**src/rtl/rob_pkg.sv**
```systemverilog
package rob_pkg;

    // buffer geometry
    // tag 0 is reserved to mean no producer, live tags are 1 to ROB_DEPTH
    localparam int ROB_DEPTH = 7;
    localparam int TAG_W     = 3;
    // occupancy counter must reach ROB_DEPTH
    localparam int CNT_W     = 3;

    // first and last live tag, pointers wrap between them
    localparam logic [TAG_W-1:0] FIRST_TAG = TAG_W'(1);
    localparam logic [TAG_W-1:0] LAST_TAG  = TAG_W'(ROB_DEPTH);
    localparam logic [CNT_W-1:0] FULL_COUNT = CNT_W'(ROB_DEPTH);

    // result bus ports
    localparam int NUM_CDB = 2;

    // architectural state
    localparam int REG_W    = 5;
    localparam int NUM_REGS = 32;
    localparam int XLEN     = 32;

    // instruction class
    typedef enum logic [0:0] {
        op_alu   = 1'b0,
        op_store = 1'b1
    } op_kind_t;

    // decoded instruction, addr only meaningful for stores
    typedef struct packed {
        op_kind_t          kind;
        logic [REG_W-1:0]  rd;
        logic [XLEN-1:0]   addr;
    } dispatch_t;

    // one common data bus port
    typedef struct packed {
        logic              valid;
        logic [TAG_W-1:0]  tag;
        logic [XLEN-1:0]   value;
    } cdb_t;

    // one reorder buffer slot
    typedef struct packed {
        logic              busy;
        logic              done;
        dispatch_t         op;
        logic [TAG_W-1:0]  tag;
        logic [XLEN-1:0]   value;
    } rob_entry_t;

    // retirement record, to regfile and store unit
    typedef struct packed {
        op_kind_t          kind;
        logic [REG_W-1:0]  rd;
        logic [TAG_W-1:0]  tag;
        logic [XLEN-1:0]   addr;
        logic [XLEN-1:0]   value;
    } commit_t;

endpackage

```
**src/rtl/reorder_buffer.sv**
```systemverilog
`timescale 1ns/1ns

module reorder_buffer (
    input  logic                                  clk,
    input  logic                                  rst_n,
    input  logic                                  flush,
    input  logic                                  dispatch,
    input  rob_pkg::dispatch_t                    dispatch_op,
    input  rob_pkg::cdb_t [rob_pkg::NUM_CDB-1:0]  cdb,
    input  logic                                  store_done,
    input  logic                                  store_busy,
    output logic [rob_pkg::TAG_W-1:0]             alloc_tag,
    output logic                                  full,
    output logic                                  empty,
    output logic                                  dispatch_accept,
    output logic                                  commit_valid,
    output rob_pkg::commit_t                      commit_data,
    output logic                                  store_req
);

    // slot 0 stays idle, tags index the array directly
    rob_pkg::rob_entry_t entries [0:rob_pkg::ROB_DEPTH];

    // oldest entry and next free slot
    logic [rob_pkg::TAG_W-1:0] head;
    logic [rob_pkg::TAG_W-1:0] tail;
    // exact occupancy, 0 to ROB_DEPTH
    logic [rob_pkg::CNT_W-1:0] count;
    // store head already handed to the store unit
    logic                      store_pending;

    rob_pkg::rob_entry_t       head_e;
    rob_pkg::commit_t          head_commit;
    logic                      accept;
    logic                      retire_alu;
    logic                      start_store;
    logic                      retire_store;
    logic                      retire;

    // step a pointer, wrapping past the last tag back to 1
    function automatic logic [rob_pkg::TAG_W-1:0] next_tag(
        input logic [rob_pkg::TAG_W-1:0] t
    );
        if (t == rob_pkg::LAST_TAG) begin
            return rob_pkg::FIRST_TAG;
        end
        return t + 1'b1;
    endfunction

    assign alloc_tag = tail;
    assign full      = (count == rob_pkg::FULL_COUNT);
    assign empty     = (count == '0);

    // dispatch taken whenever there is room
    assign accept = dispatch && !full;
    // only ALU results claim a destination register
    assign dispatch_accept = accept && (dispatch_op.kind == rob_pkg::op_alu);

    assign head_e = entries[head];

    // head record as seen by regfile and store unit
    always_comb begin
        head_commit.kind  = head_e.op.kind;
        head_commit.rd    = head_e.op.rd;
        head_commit.tag   = head_e.tag;
        head_commit.addr  = head_e.op.addr;
        head_commit.value = head_e.value;
    end

    // done ALU head leaves at once
    assign retire_alu = head_e.busy && head_e.done
                        && (head_e.op.kind == rob_pkg::op_alu);
    // done store head asks the store unit once, and only when it is free
    assign start_store = head_e.busy && head_e.done
                         && (head_e.op.kind == rob_pkg::op_store)
                         && !store_pending && !store_busy;
    // a store_done without a pending request belongs to a flushed store
    assign retire_store = store_done && store_pending;
    assign retire       = retire_alu || retire_store;

    always_ff @(posedge clk) begin
        if (!rst_n || flush) begin
            head          <= rob_pkg::FIRST_TAG;
            tail          <= rob_pkg::FIRST_TAG;
            count         <= '0;
            store_pending <= 1'b0;
            commit_valid  <= 1'b0;
            store_req     <= 1'b0;
            for (int i = 0; i <= rob_pkg::ROB_DEPTH; i++) begin
                entries[i].busy <= 1'b0;
                entries[i].done <= 1'b0;
            end
        end else begin
            commit_valid <= retire;
            store_req    <= start_store;

            // record latched for an ALU commit or a store request
            // store record stays put until store_done
            if (retire_alu || start_store) begin
                commit_data <= head_commit;
            end

            // result capture, both ports in parallel
            for (int p = 0; p < rob_pkg::NUM_CDB; p++) begin
                if (cdb[p].valid && entries[cdb[p].tag].busy
                    && !entries[cdb[p].tag].done) begin
                    entries[cdb[p].tag].done  <= 1'b1;
                    entries[cdb[p].tag].value <= cdb[p].value;
                end
            end

            // enqueue at tail
            // tail slot is free here, so no clash with capture or retire
            if (accept) begin
                entries[tail].busy  <= 1'b1;
                entries[tail].done  <= 1'b0;
                entries[tail].op    <= dispatch_op;
                entries[tail].tag   <= tail;
                entries[tail].value <= '0;
                tail                <= next_tag(tail);
            end

            // dequeue at head
            if (retire) begin
                entries[head].busy <= 1'b0;
                entries[head].done <= 1'b0;
                head               <= next_tag(head);
            end

            if (retire_store) begin
                store_pending <= 1'b0;
            end else if (start_store) begin
                store_pending <= 1'b1;
            end

            // simultaneous enqueue and dequeue leave count alone
            case ({accept, retire})
                2'b10:   count <= count + 1'b1;
                2'b01:   count <= count - 1'b1;
                default: count <= count;
            endcase
        end
    end

endmodule

```
**src/rtl/rename_regfile.sv**
```systemverilog
`timescale 1ns/1ns

module rename_regfile (
    input  logic                       clk,
    input  logic                       rst_n,
    input  logic                       flush,
    input  logic                       dispatch_we,
    input  logic [rob_pkg::REG_W-1:0]  dispatch_rd,
    input  logic [rob_pkg::TAG_W-1:0]  dispatch_tag,
    input  logic                       commit_valid,
    input  rob_pkg::commit_t           commit_data,
    input  logic [rob_pkg::REG_W-1:0]  src_reg,
    output logic [rob_pkg::TAG_W-1:0]  src_tag,
    output logic [rob_pkg::XLEN-1:0]   src_value
);

    // architectural values
    logic [rob_pkg::XLEN-1:0]  regs [rob_pkg::NUM_REGS];
    // youngest in-flight producer per register, 0 when none
    logic [rob_pkg::TAG_W-1:0] tags [rob_pkg::NUM_REGS];

    logic commit_alu;
    logic rename_en;
    logic owner_match;

    // x0 is never written
    assign commit_alu = commit_valid
                        && (commit_data.kind == rob_pkg::op_alu)
                        && (commit_data.rd != '0);

    assign rename_en = dispatch_we && (dispatch_rd != '0);

    // release the rename only if no younger writer took over
    assign owner_match = (tags[commit_data.rd] == commit_data.tag);

    // register values survive a flush
    // retired work is architectural
    always_ff @(posedge clk) begin
        if (rst_n && commit_alu) begin
            regs[commit_data.rd] <= commit_data.value;
        end
    end

    always_ff @(posedge clk) begin
        if (!rst_n || flush) begin
            for (int r = 0; r < rob_pkg::NUM_REGS; r++) begin
                tags[r] <= '0;
            end
        end else begin
            if (commit_alu && owner_match) begin
                tags[commit_data.rd] <= '0;
            end
            // later assignment wins, so dispatch beats commit on the same rd
            if (rename_en) begin
                tags[dispatch_rd] <= dispatch_tag;
            end
        end
    end

    // operand lookup
    // tag of x0 is never set, so it always reads 0
    assign src_tag   = tags[src_reg];
    assign src_value = (src_reg == '0) ? '0 : regs[src_reg];

endmodule

```
**src/rtl/store_commit.sv**
```systemverilog
`timescale 1ns/1ns

module store_commit (
    input  logic                      clk,
    input  logic                      rst_n,
    input  logic                      store_req,
    input  rob_pkg::commit_t          commit_data,
    input  logic                      mem_ack,
    output logic                      store_busy,
    output logic                      store_done,
    output logic                      mem_req,
    output logic [rob_pkg::XLEN-1:0]  mem_addr,
    output logic [rob_pkg::XLEN-1:0]  mem_data
);

    // waiting, write outstanding, completion pulse
    typedef enum logic [1:0] {
        st_idle = 2'd0,
        st_mem  = 2'd1,
        st_done = 2'd2
    } state_t;

    state_t state;

    // state transitions
    // a flush does not reach here, an issued write always completes
    always_ff @(posedge clk) begin
        if (!rst_n) begin
            state <= st_idle;
        end else begin
            case (state)
                st_idle: begin
                    if (store_req) begin
                        state <= st_mem;
                    end
                end
                st_mem: begin
                    if (mem_ack) begin
                        state <= st_done;
                    end
                end
                default: state <= st_idle;
            endcase
        end
    end

    // address and data held for the whole write
    always_ff @(posedge clk) begin
        if (state == st_idle && store_req) begin
            mem_addr <= commit_data.addr;
            mem_data <= commit_data.value;
        end
    end

    assign mem_req    = (state == st_mem);
    // one cycle after mem_ack
    assign store_done = (state == st_done);
    assign store_busy = (state != st_idle);

endmodule

```
**src/rtl/rob_core.sv**
```systemverilog
`timescale 1ns/1ns

module rob_core (
    input  logic                                  clk,
    input  logic                                  rst_n,
    input  logic                                  flush,
    input  logic                                  dispatch,
    input  rob_pkg::dispatch_t                    dispatch_op,
    input  rob_pkg::cdb_t [rob_pkg::NUM_CDB-1:0]  cdb,
    input  logic [rob_pkg::REG_W-1:0]             src_reg,
    input  logic                                  mem_ack,
    output logic [rob_pkg::TAG_W-1:0]             alloc_tag,
    output logic                                  full,
    output logic                                  empty,
    output logic [rob_pkg::TAG_W-1:0]             src_tag,
    output logic [rob_pkg::XLEN-1:0]              src_value,
    output logic                                  commit_valid,
    output rob_pkg::commit_t                      commit_data,
    output logic                                  mem_req,
    output logic [rob_pkg::XLEN-1:0]              mem_addr,
    output logic [rob_pkg::XLEN-1:0]              mem_data
);

    // buffer to rename table
    logic dispatch_accept;
    // buffer and store unit handshake
    logic store_req;
    logic store_busy;
    logic store_done;

    reorder_buffer reorder_buffer_i (
        .clk             (clk),
        .rst_n           (rst_n),
        .flush           (flush),
        .dispatch        (dispatch),
        .dispatch_op     (dispatch_op),
        .cdb             (cdb),
        .store_done      (store_done),
        .store_busy      (store_busy),
        .alloc_tag       (alloc_tag),
        .full            (full),
        .empty           (empty),
        .dispatch_accept (dispatch_accept),
        .commit_valid    (commit_valid),
        .commit_data     (commit_data),
        .store_req       (store_req)
    );

    // new owner of rd is the tag being allocated this cycle
    rename_regfile rename_regfile_i (
        .clk          (clk),
        .rst_n        (rst_n),
        .flush        (flush),
        .dispatch_we  (dispatch_accept),
        .dispatch_rd  (dispatch_op.rd),
        .dispatch_tag (alloc_tag),
        .commit_valid (commit_valid),
        .commit_data  (commit_data),
        .src_reg      (src_reg),
        .src_tag      (src_tag),
        .src_value    (src_value)
    );

    store_commit store_commit_i (
        .clk         (clk),
        .rst_n       (rst_n),
        .store_req   (store_req),
        .commit_data (commit_data),
        .mem_ack     (mem_ack),
        .store_busy  (store_busy),
        .store_done  (store_done),
        .mem_req     (mem_req),
        .mem_addr    (mem_addr),
        .mem_data    (mem_data)
    );

endmodule

```
**config.mk**
```make
export PLATFORM = sky130hd
export DESIGN_NAME = rob_core
export DESIGN_NICKNAME = d
export VERILOG_FILES = /design/src/rtl/rob_pkg.sv /design/src/rtl/reorder_buffer.sv /design/src/rtl/rename_regfile.sv /design/src/rtl/store_commit.sv /design/src/rtl/rob_core.sv
export SDC_FILE = /design/constraint.sdc
export NUM_CORES = 2
export LEC_CHECK = 0
export BUFFER_PORTS_ARGS = -buffer_cell sky130_fd_sc_hd__buf_2
export CORE_ASPECT_RATIO = 2
export CORE_MARGIN = 5
export CORE_UTILIZATION = 55
export DETAILED_ROUTE_END_ITERATION = 12
export PLACE_DENSITY = 0.73
export SKIP_CTS_REPAIR_TIMING = 1
export SYNTH_ARGS = -nofsm -noshare
export SYNTH_HDL_FRONTEND = slang
export SYNTH_SLANG_ARGS = --single-unit
```
**constraint.sdc**
```tcl
create_clock -name clk -period 9.1 [get_ports clk]
set_input_delay 1.82 -clock clk [delete_from_list [all_inputs] [get_ports clk]]
set_output_delay 1.82 -clock clk [all_outputs]
set_load 0.02 [all_outputs]
```
* Word level (Yosys, flattened, before mapping)
Memories as Yosys holds them, arrays and structs flattened. A register that Yosys moved wholly into a read port is not among the register bits. Cells that the tools add are included.
Cells by class: add/subtract/negate cells 4, equality and inequality tests 10, mux-type cells 58, bitwise operators 4, reduce and logical (&&, ||, !) cells 43
Operators by type and width (count):
- $mux W75 | 4
- $reduce_or A75 Y1 | 4
- $mux W3 | 12
- $mux W32 | 1
- $mux W1 | 30
- $logic_and A1 B1 Y1 | 18
- $mux W5 | 3
- $reduce_bool A5 Y1 | 2
- $add A3 B1 Y3 const B | 3
- $eq A3 B3 Y1 const B | 3
- $mux W2 | 4
- $mux W4 | 2
- $logic_not A1 Y1 | 6
- $pmux W3 S2 | 1
- $reduce_or A3 Y1 | 2
- $logic_not A5 Y1 | 1
- $eq A2 B1 Y1 const B | 2
- $eq A2 B2 Y1 const B | 2
- $ne A2 B2 Y1 const B | 2
- $not A1 Y1 | 4
- $pmux W2 S2 | 1
- $reduce_and A2 Y1 | 2
- $reduce_bool A2 Y1 | 2
- $eq A3 B3 Y1 | 1
- other kinds (5) | 7
Word-level totals: flip-flop bits (word level) 151, memory bits (writable) 1720, input port bits 120, output and inout bits 179, word-level logic and storage cells 136, memories 3
Memories:
- rename_regfile_i.regs | words 32, width 32, rd ports 1, clocked after memory_dff 0, wr ports 1, line rename_regfile.sv:18 | logic [rob_pkg::XLEN-1:0] regs [rob_pkg::NUM_REGS];
- reorder_buffer_i.entries | words 8, width 75, rd ports 3, clocked after memory_dff 1, wr ports 8, line reorder_buffer.sv:22 | rob_pkg::rob_entry_t entries [0:rob_pkg::ROB_DEPTH];
- rename_regfile_i.tags | words 32, width 3, rd ports 2, clocked after memory_dff 1, wr ports 32, line rename_regfile.sv:20 | logic [rob_pkg::TAG_W-1:0] tags [rob_pkg::NUM_REGS];

* Logic depth before layout (Yosys ltp)
depth in word-level cells 10, mapped depth 12, depth with buffers taken out 11

* Modules after synthesis
Synthesis repeated with hierarchy kept, for this count alone.
Unflattened totals: cells, all modules 4473, area, all modules 77000.1 µm²
By module, submodules not included:
- rename_regfile | times used 1, cells each 2262, area an instance 45364.8 µm²
- reorder_buffer | times used 1, cells each 2135, area an instance 29599.6 µm²
- store_commit | times used 1, cells each 76, area an instance 2035.7 µm²

* Least setup slack after synthesis
No wires, ideal clock.
path kind in2reg, from in rst_n, to mem reorder_buffer_i.entries[0][10] (netlist name), library setup time 0.128 ns, data arrival time 7.427 ns, slack 1.545 ns, stages 8, path buffers 2, cell sequence nor2b_1 -> buf_2 -> nand3_1 -> nor4_1 -> nor2_1 -> clkbuf_1 -> nand2_1 -> o21ai_0
RTL lines:
- start: declaration | line rob_core.sv:5 | input logic rst_n,
- end: declaration | line reorder_buffer.sv:22

* Worst setup path in the final report
from in src_reg[0] (netlist name), to out src_value[29] (netlist name)
Between the ends: longest elaborated chain between the ends 2
Ends and longest elaborated chain:
- start: declaration | line rob_core.sv:10 | input logic [rob_pkg::REG_W-1:0] src_reg,
- $mem_v2 Z32 W32 or $logic_not A5 Y1 (tied branches)
- $mux W32 (*) | line rename_regfile.sv:63 | assign src_value = (src_reg == '0) ? '0 : regs[src_reg];
- end: declaration | line rob_core.sv:16 | output logic [rob_pkg::XLEN-1:0] src_value,
Mark *: on every way between the ends. The rest lies on a longest branch, timed or not.

==> results.md <==
Worst setup path:
- The critical path is of the in2out type.
- The endpoint kind of the worst setup timing path is an output port.
- The maximum net fanout on the critical path is 77.
- The critical path's most frequent cell is mux4_2.
- The delay contributed by the slowest stage of the critical path is about 0.64 ns.
- STA puts the critical path data required time at 7.28 ns.
- The data arrival time of the critical path is 4.97 ns.
- The cell at the slowest stage of the critical path is buf_4.
- The critical path goes through buf_8 > buf_4 > mux4_2 > mux4_2 > mux2i_1 > nor2_1 > buf_2.
- The worst setup path is launched from a primary input.

Synthesis:
- The fraction of synthesized cell area in xor and xnor cells is 0.0575%.
- The combinational family with the most area after synthesis is multiplexers.
- Summing the areas of all compound-gate instances in the mapped netlist gives 3.76% of the synthesized area.
- The Yosys step of the flow raised 0 warnings.
- The share of synthesized flip-flops with an asynchronous set or reset is 0%.
- Of the post-synthesis cell area, the dominant cell type holds 62.5%.
- The adder-cell area share of the yosys netlist is 0.108%.
- Each instance of the synthesized netlist takes up on average approximately 19 µm².
- The part of the Yosys area used for sequential elements is 70.2%.
- The number of instances in the synthesized netlist is 4116.
- The synthesized netlist contains 66 unique library cells.
- Sorting the synthesized cells by area gives the leading types as edfxtp_1 62%, mux4_2 15%, dfxtp_1 7.7%, mux2i_1 4.5%, nor2_1 1.3%.
- The synthesized area is between 70000 and 80000 µm².
- The share of cell area taken by muxes after synthesis is 20.5%.
- In the synthesized netlist the dominant register cell turns out to be edfxtp_1.
- The cell type with the largest total area after synthesis is edfxtp_1.
- Counting flops with a built-in enable in the synthesized netlist gives ~1600.
- Of the total synthesized cell area, the portion taken by AND, OR, NAND and NOR gates is 3.43%.
- The number of synthesized register bits is between 1500 and 2000.

STA:
- The final clock skew is 0.0665 ns.
- The final total negative setup slack is 0 ns.
- The max-slew violation count is 0.
- The slew at the pin with the worst max-slew slack is 1.31 ns.
- Setup repair after global routing left no endpoint under its margin.
- After layout, the minimum clock period comes to approximately 6.8 ns.
- The tightest slew margin relative to the limit is 12.5%.
- The number of hold-slack violations in the final timing report is 0.
- Setup violations remaining at the end of the flow were counted as 0.
- The fmax is 0.147 GHz.
- The final critical path takes up around three quarters of the cycle.

Global routing:
- Global routing used 27.0% of the available tracks across all layers.
- The total grt overflow is 0.
- The first global-routing pass estimated 291000 µm of wire.
- The number of global-route vias before repair is 42800.
- The initial antenna violation count came to 41.
- Entering global routing, the biggest net connects ~110 pins.

Routing:
- The remaining routing DRC violations is 0.
- The count of nets left with antenna violations once routing finished came out at 0.
- The mean number of vias per cell is 6.42.
- The detailed router finished its first iteration with 4562 violations.
- The number of detailed-routing iterations run before antenna repair is 7.
- The via count is 41100.
- The routed design has 199000 µm of wire.
- The wire length per cell is 31.1 µm.

Power:
- The clock network fraction of design power is between 40% and 50%.
- The largest vdd supply drop is roughly 0.19 mV.
- The internal portion of the total power is 13500 µW.
- Summed over all nets, the switching power comes to about 3400 µW.
- Of the total power, the share spent switching nets is 20.2%.
- Per report_power, the combinational group accounts for 3.4% of the total.
- The leakage power is 0.0290 µW.
- The post-layout total power is 17000 µW.
- The power per cell area is 198 nW/µm².
- The part of the total power dissipated in sequential elements is 54.8%.

Floorplan:
- After floorplanning, the core was sized to cover 138000 µm².
- The die is 273 µm wide.
- The area of the die is ~150000 µm².
- In this run the vertical extent of the chip is 536 µm.
- The floorplan has 193 rows.
- For this configuration, the core starts out at a cell density of 55.3%.
- The number of ports placed on the die boundary is 299.

Outcome:
- The run finished with clean final reports.

Finish:
- The number of fill cells in the layout is around 9500.
- The net count of the finished layout is 4527.
- The relative area change from synthesis to final layout is 12.2%.
- Measured on the finished design, the core utilization comes to slightly above 60%.
- The count of cells in the finished layout, fillers not included, comes to 6394.
- Of the cells placed in the final design, the portion with a size suffix greater than 1 is 29.6%.

Min path:
- The kind of path behind the tightest hold check is reg2reg.

Placed design:
- Once placement completed, the tool counted placed cells totaling 6085.
- In this run the tool buffered the top-level ports with 298 buffer cells.
- The post-detailed-placement half-perimeter wirelength is 110000 µm.
- The final weighted congestion of routability-driven global placement is ~0.92.

CTS:
- The number of clock buffers inserted by TritonCTS is 166.
- The buffer cell driving the clock tree root is clkbuf_16.
- At the later pin of the worst-skew pair, clock insertion delay measures 0.80 ns.
- The number of levels the H-tree was split into is 4.
- Counting along the longest clock path gives a buffer depth of 4.
- The tree built by TritonCTS fans out to 1879 sinks.
- The clock-pin slew reported for the worst setup and hold paths after clock tree synthesis is 0.06 ns.
- TritonCTS built the clock tree.

Job:
- The reported max-cap violation count is 0.
[flip-flops by register name, summed over array words and instances (netlist names), named ones only]
register                        count
reorder_buffer_i.store_pending      1
reorder_buffer_i.count              3
reorder_buffer_i.entries          600
rename_regfile_i.tags              96
reorder_buffer_i.alloc_tag          3
reorder_buffer_i.head               3
rename_regfile_i.regs            1024
reorder_buffer_i.commit_data       73
reorder_buffer_i.commit_valid       1
store_commit_i.mem_addr            32
store_commit_i.mem_data            32
reorder_buffer_i.store_req          1
store_commit_i.state                2
[cells in the mapped netlist, types with 43 or more instances]
cell and count:
edfxtp_1 1585, mux4_2 498, mux2i_1 344, dfxtp_1 294, nor2_1 263, clkbuf_1 207
nand2_1 125, o2bb2ai_1 96, mux2_2 85, and2_1 77, a211oi_1 68, o21ai_0 61
buf_2 45, buf_1 43
[power groups by stage]
stage / clock network [µW] / registers (µW) / logic [µW]
after floorplan: 0 / 9470 / 404
after global placement: 0 / 9490 / 564
after detailed placement: 0 / 9490 / 576
after CTS: 7190 / 9300 / 578
after global routing: 7540 / 9290 / 614
final: 7090 / 9300 / 571
[layer usage]
layer  vias to the layer above  GRT usage, %  part of all wire (%)
met5                         -             0                  0.11
li1                      17100             -                     -
met1                     21300          33.0                    35
met4                        36          10.3                   4.3
met2                      2142          47.9                    53
met3                       496          5.18                   8.3
[kinds of logic (layout without fill, tap and decap cells)]
| group | Yosys count | after routing |
|---|---|---|
| multiplexers | 927 | 927 |
| other | 1 | 56 |
| XOR/XNOR | 5 | 5 |
| flip-flops | 1879 | 1879 |
| buffers and inverters | 351 | 722 |
| AND/OR/NAND/NOR | 569 | 569 |
| AO/OA/AOI/OAI | 378 | 378 |
| adder cells (fa/ha/maj) | 6 | 6 |
[cells in the final DEF (no fill, tap or decap), types with 8 or more instances in the layout]
| master | netlist | routed |
|---|---|---|
| and2_1 | 77 | 77 |
| clkbuf_1 | 207 | 25 |
| clkbuf_16 | 0 | 173 |
| a211oi_2 | 30 | 30 |
| clkbuf_8 | 0 | 10 |
| bufinv_16 | 0 | 16 |
| o31ai_1 | 28 | 28 |
| clkinv_2 | 0 | 20 |
| a211oi_1 | 68 | 68 |
| conb_1 | 1 | 35 |
| buf_4 | 12 | 114 |
| nand2_1 | 125 | 124 |
| mux2i_1 | 344 | 344 |
| a21oi_1 | 35 | 34 |
| nand2b_1 | 12 | 11 |
| edfxtp_1 | 1585 | 1585 |
| nor2b_1 | 14 | 13 |
| nor2_1 | 263 | 224 |
| o2bb2ai_1 | 96 | 96 |
| o21ai_0 | 61 | 61 |
| nand3_1 | 13 | 13 |
| nor2_4 | 0 | 38 |
| buf_2 | 45 | 294 |
| mux2_2 | 85 | 85 |
| dfxtp_1 | 294 | 290 |
| diode_2 | 0 | 21 |
| inv_1 | 17 | 16 |
| mux4_2 | 498 | 498 |
| a22oi_1 | 25 | 25 |
| clkinv_1 | 1 | 29 |
| o21ai_1 | 8 | 8 |
[final timing paths]
path	startpoint	end	slack (ns)	depth (start not counted)
worst max register to register	register	rename_regfile_i.tags[4][2]	4.82	7
worst min register to register	reorder_buffer_i.commit_data[52]	store_commit_i.mem_addr[20]	0.45	0
worst min-delay path	reorder_buffer_i.commit_data[52]	store_commit_i.mem_addr[20]	0.45	0
worst max-delay path	src_reg[0]	src_value[29]	2.31	7
[worst max-delay path: cells and delay by family]
kind,cells,cell delay (ns)
multiplexers,3,1.47
buffers and inverters,3,1.47
AND/OR/NAND/NOR,1,0.14
[metrics by stage]
step	cell area (µm²)	hold slack (ns)	setup slack, ns
after floorplan	76300	0.472	1.54
after global placement	80100	0.436	2.23
after detailed placement	80100	0.434	2.21
after CTS	85400	0.457	2.22
after global routing	85500	0.475	2.04
final	85500	0.453	2.31
[area by class of cell]
cell class                 instances  area [µm²]  share of cell area, %
inverter                          19        73.8                 0.0863
timing repair buffer             415        2450                   2.86
multi-input combinational       1920       21700                   25.4
clock buffer                     208        4560                   5.33
clock inverter                    80         827                  0.967
sequential                      1879       53500                   62.6
antenna                           21        52.6                 0.0615
tap                             1852        2320                   2.71
No activity file was read; power rests on OpenSTA's default activity.
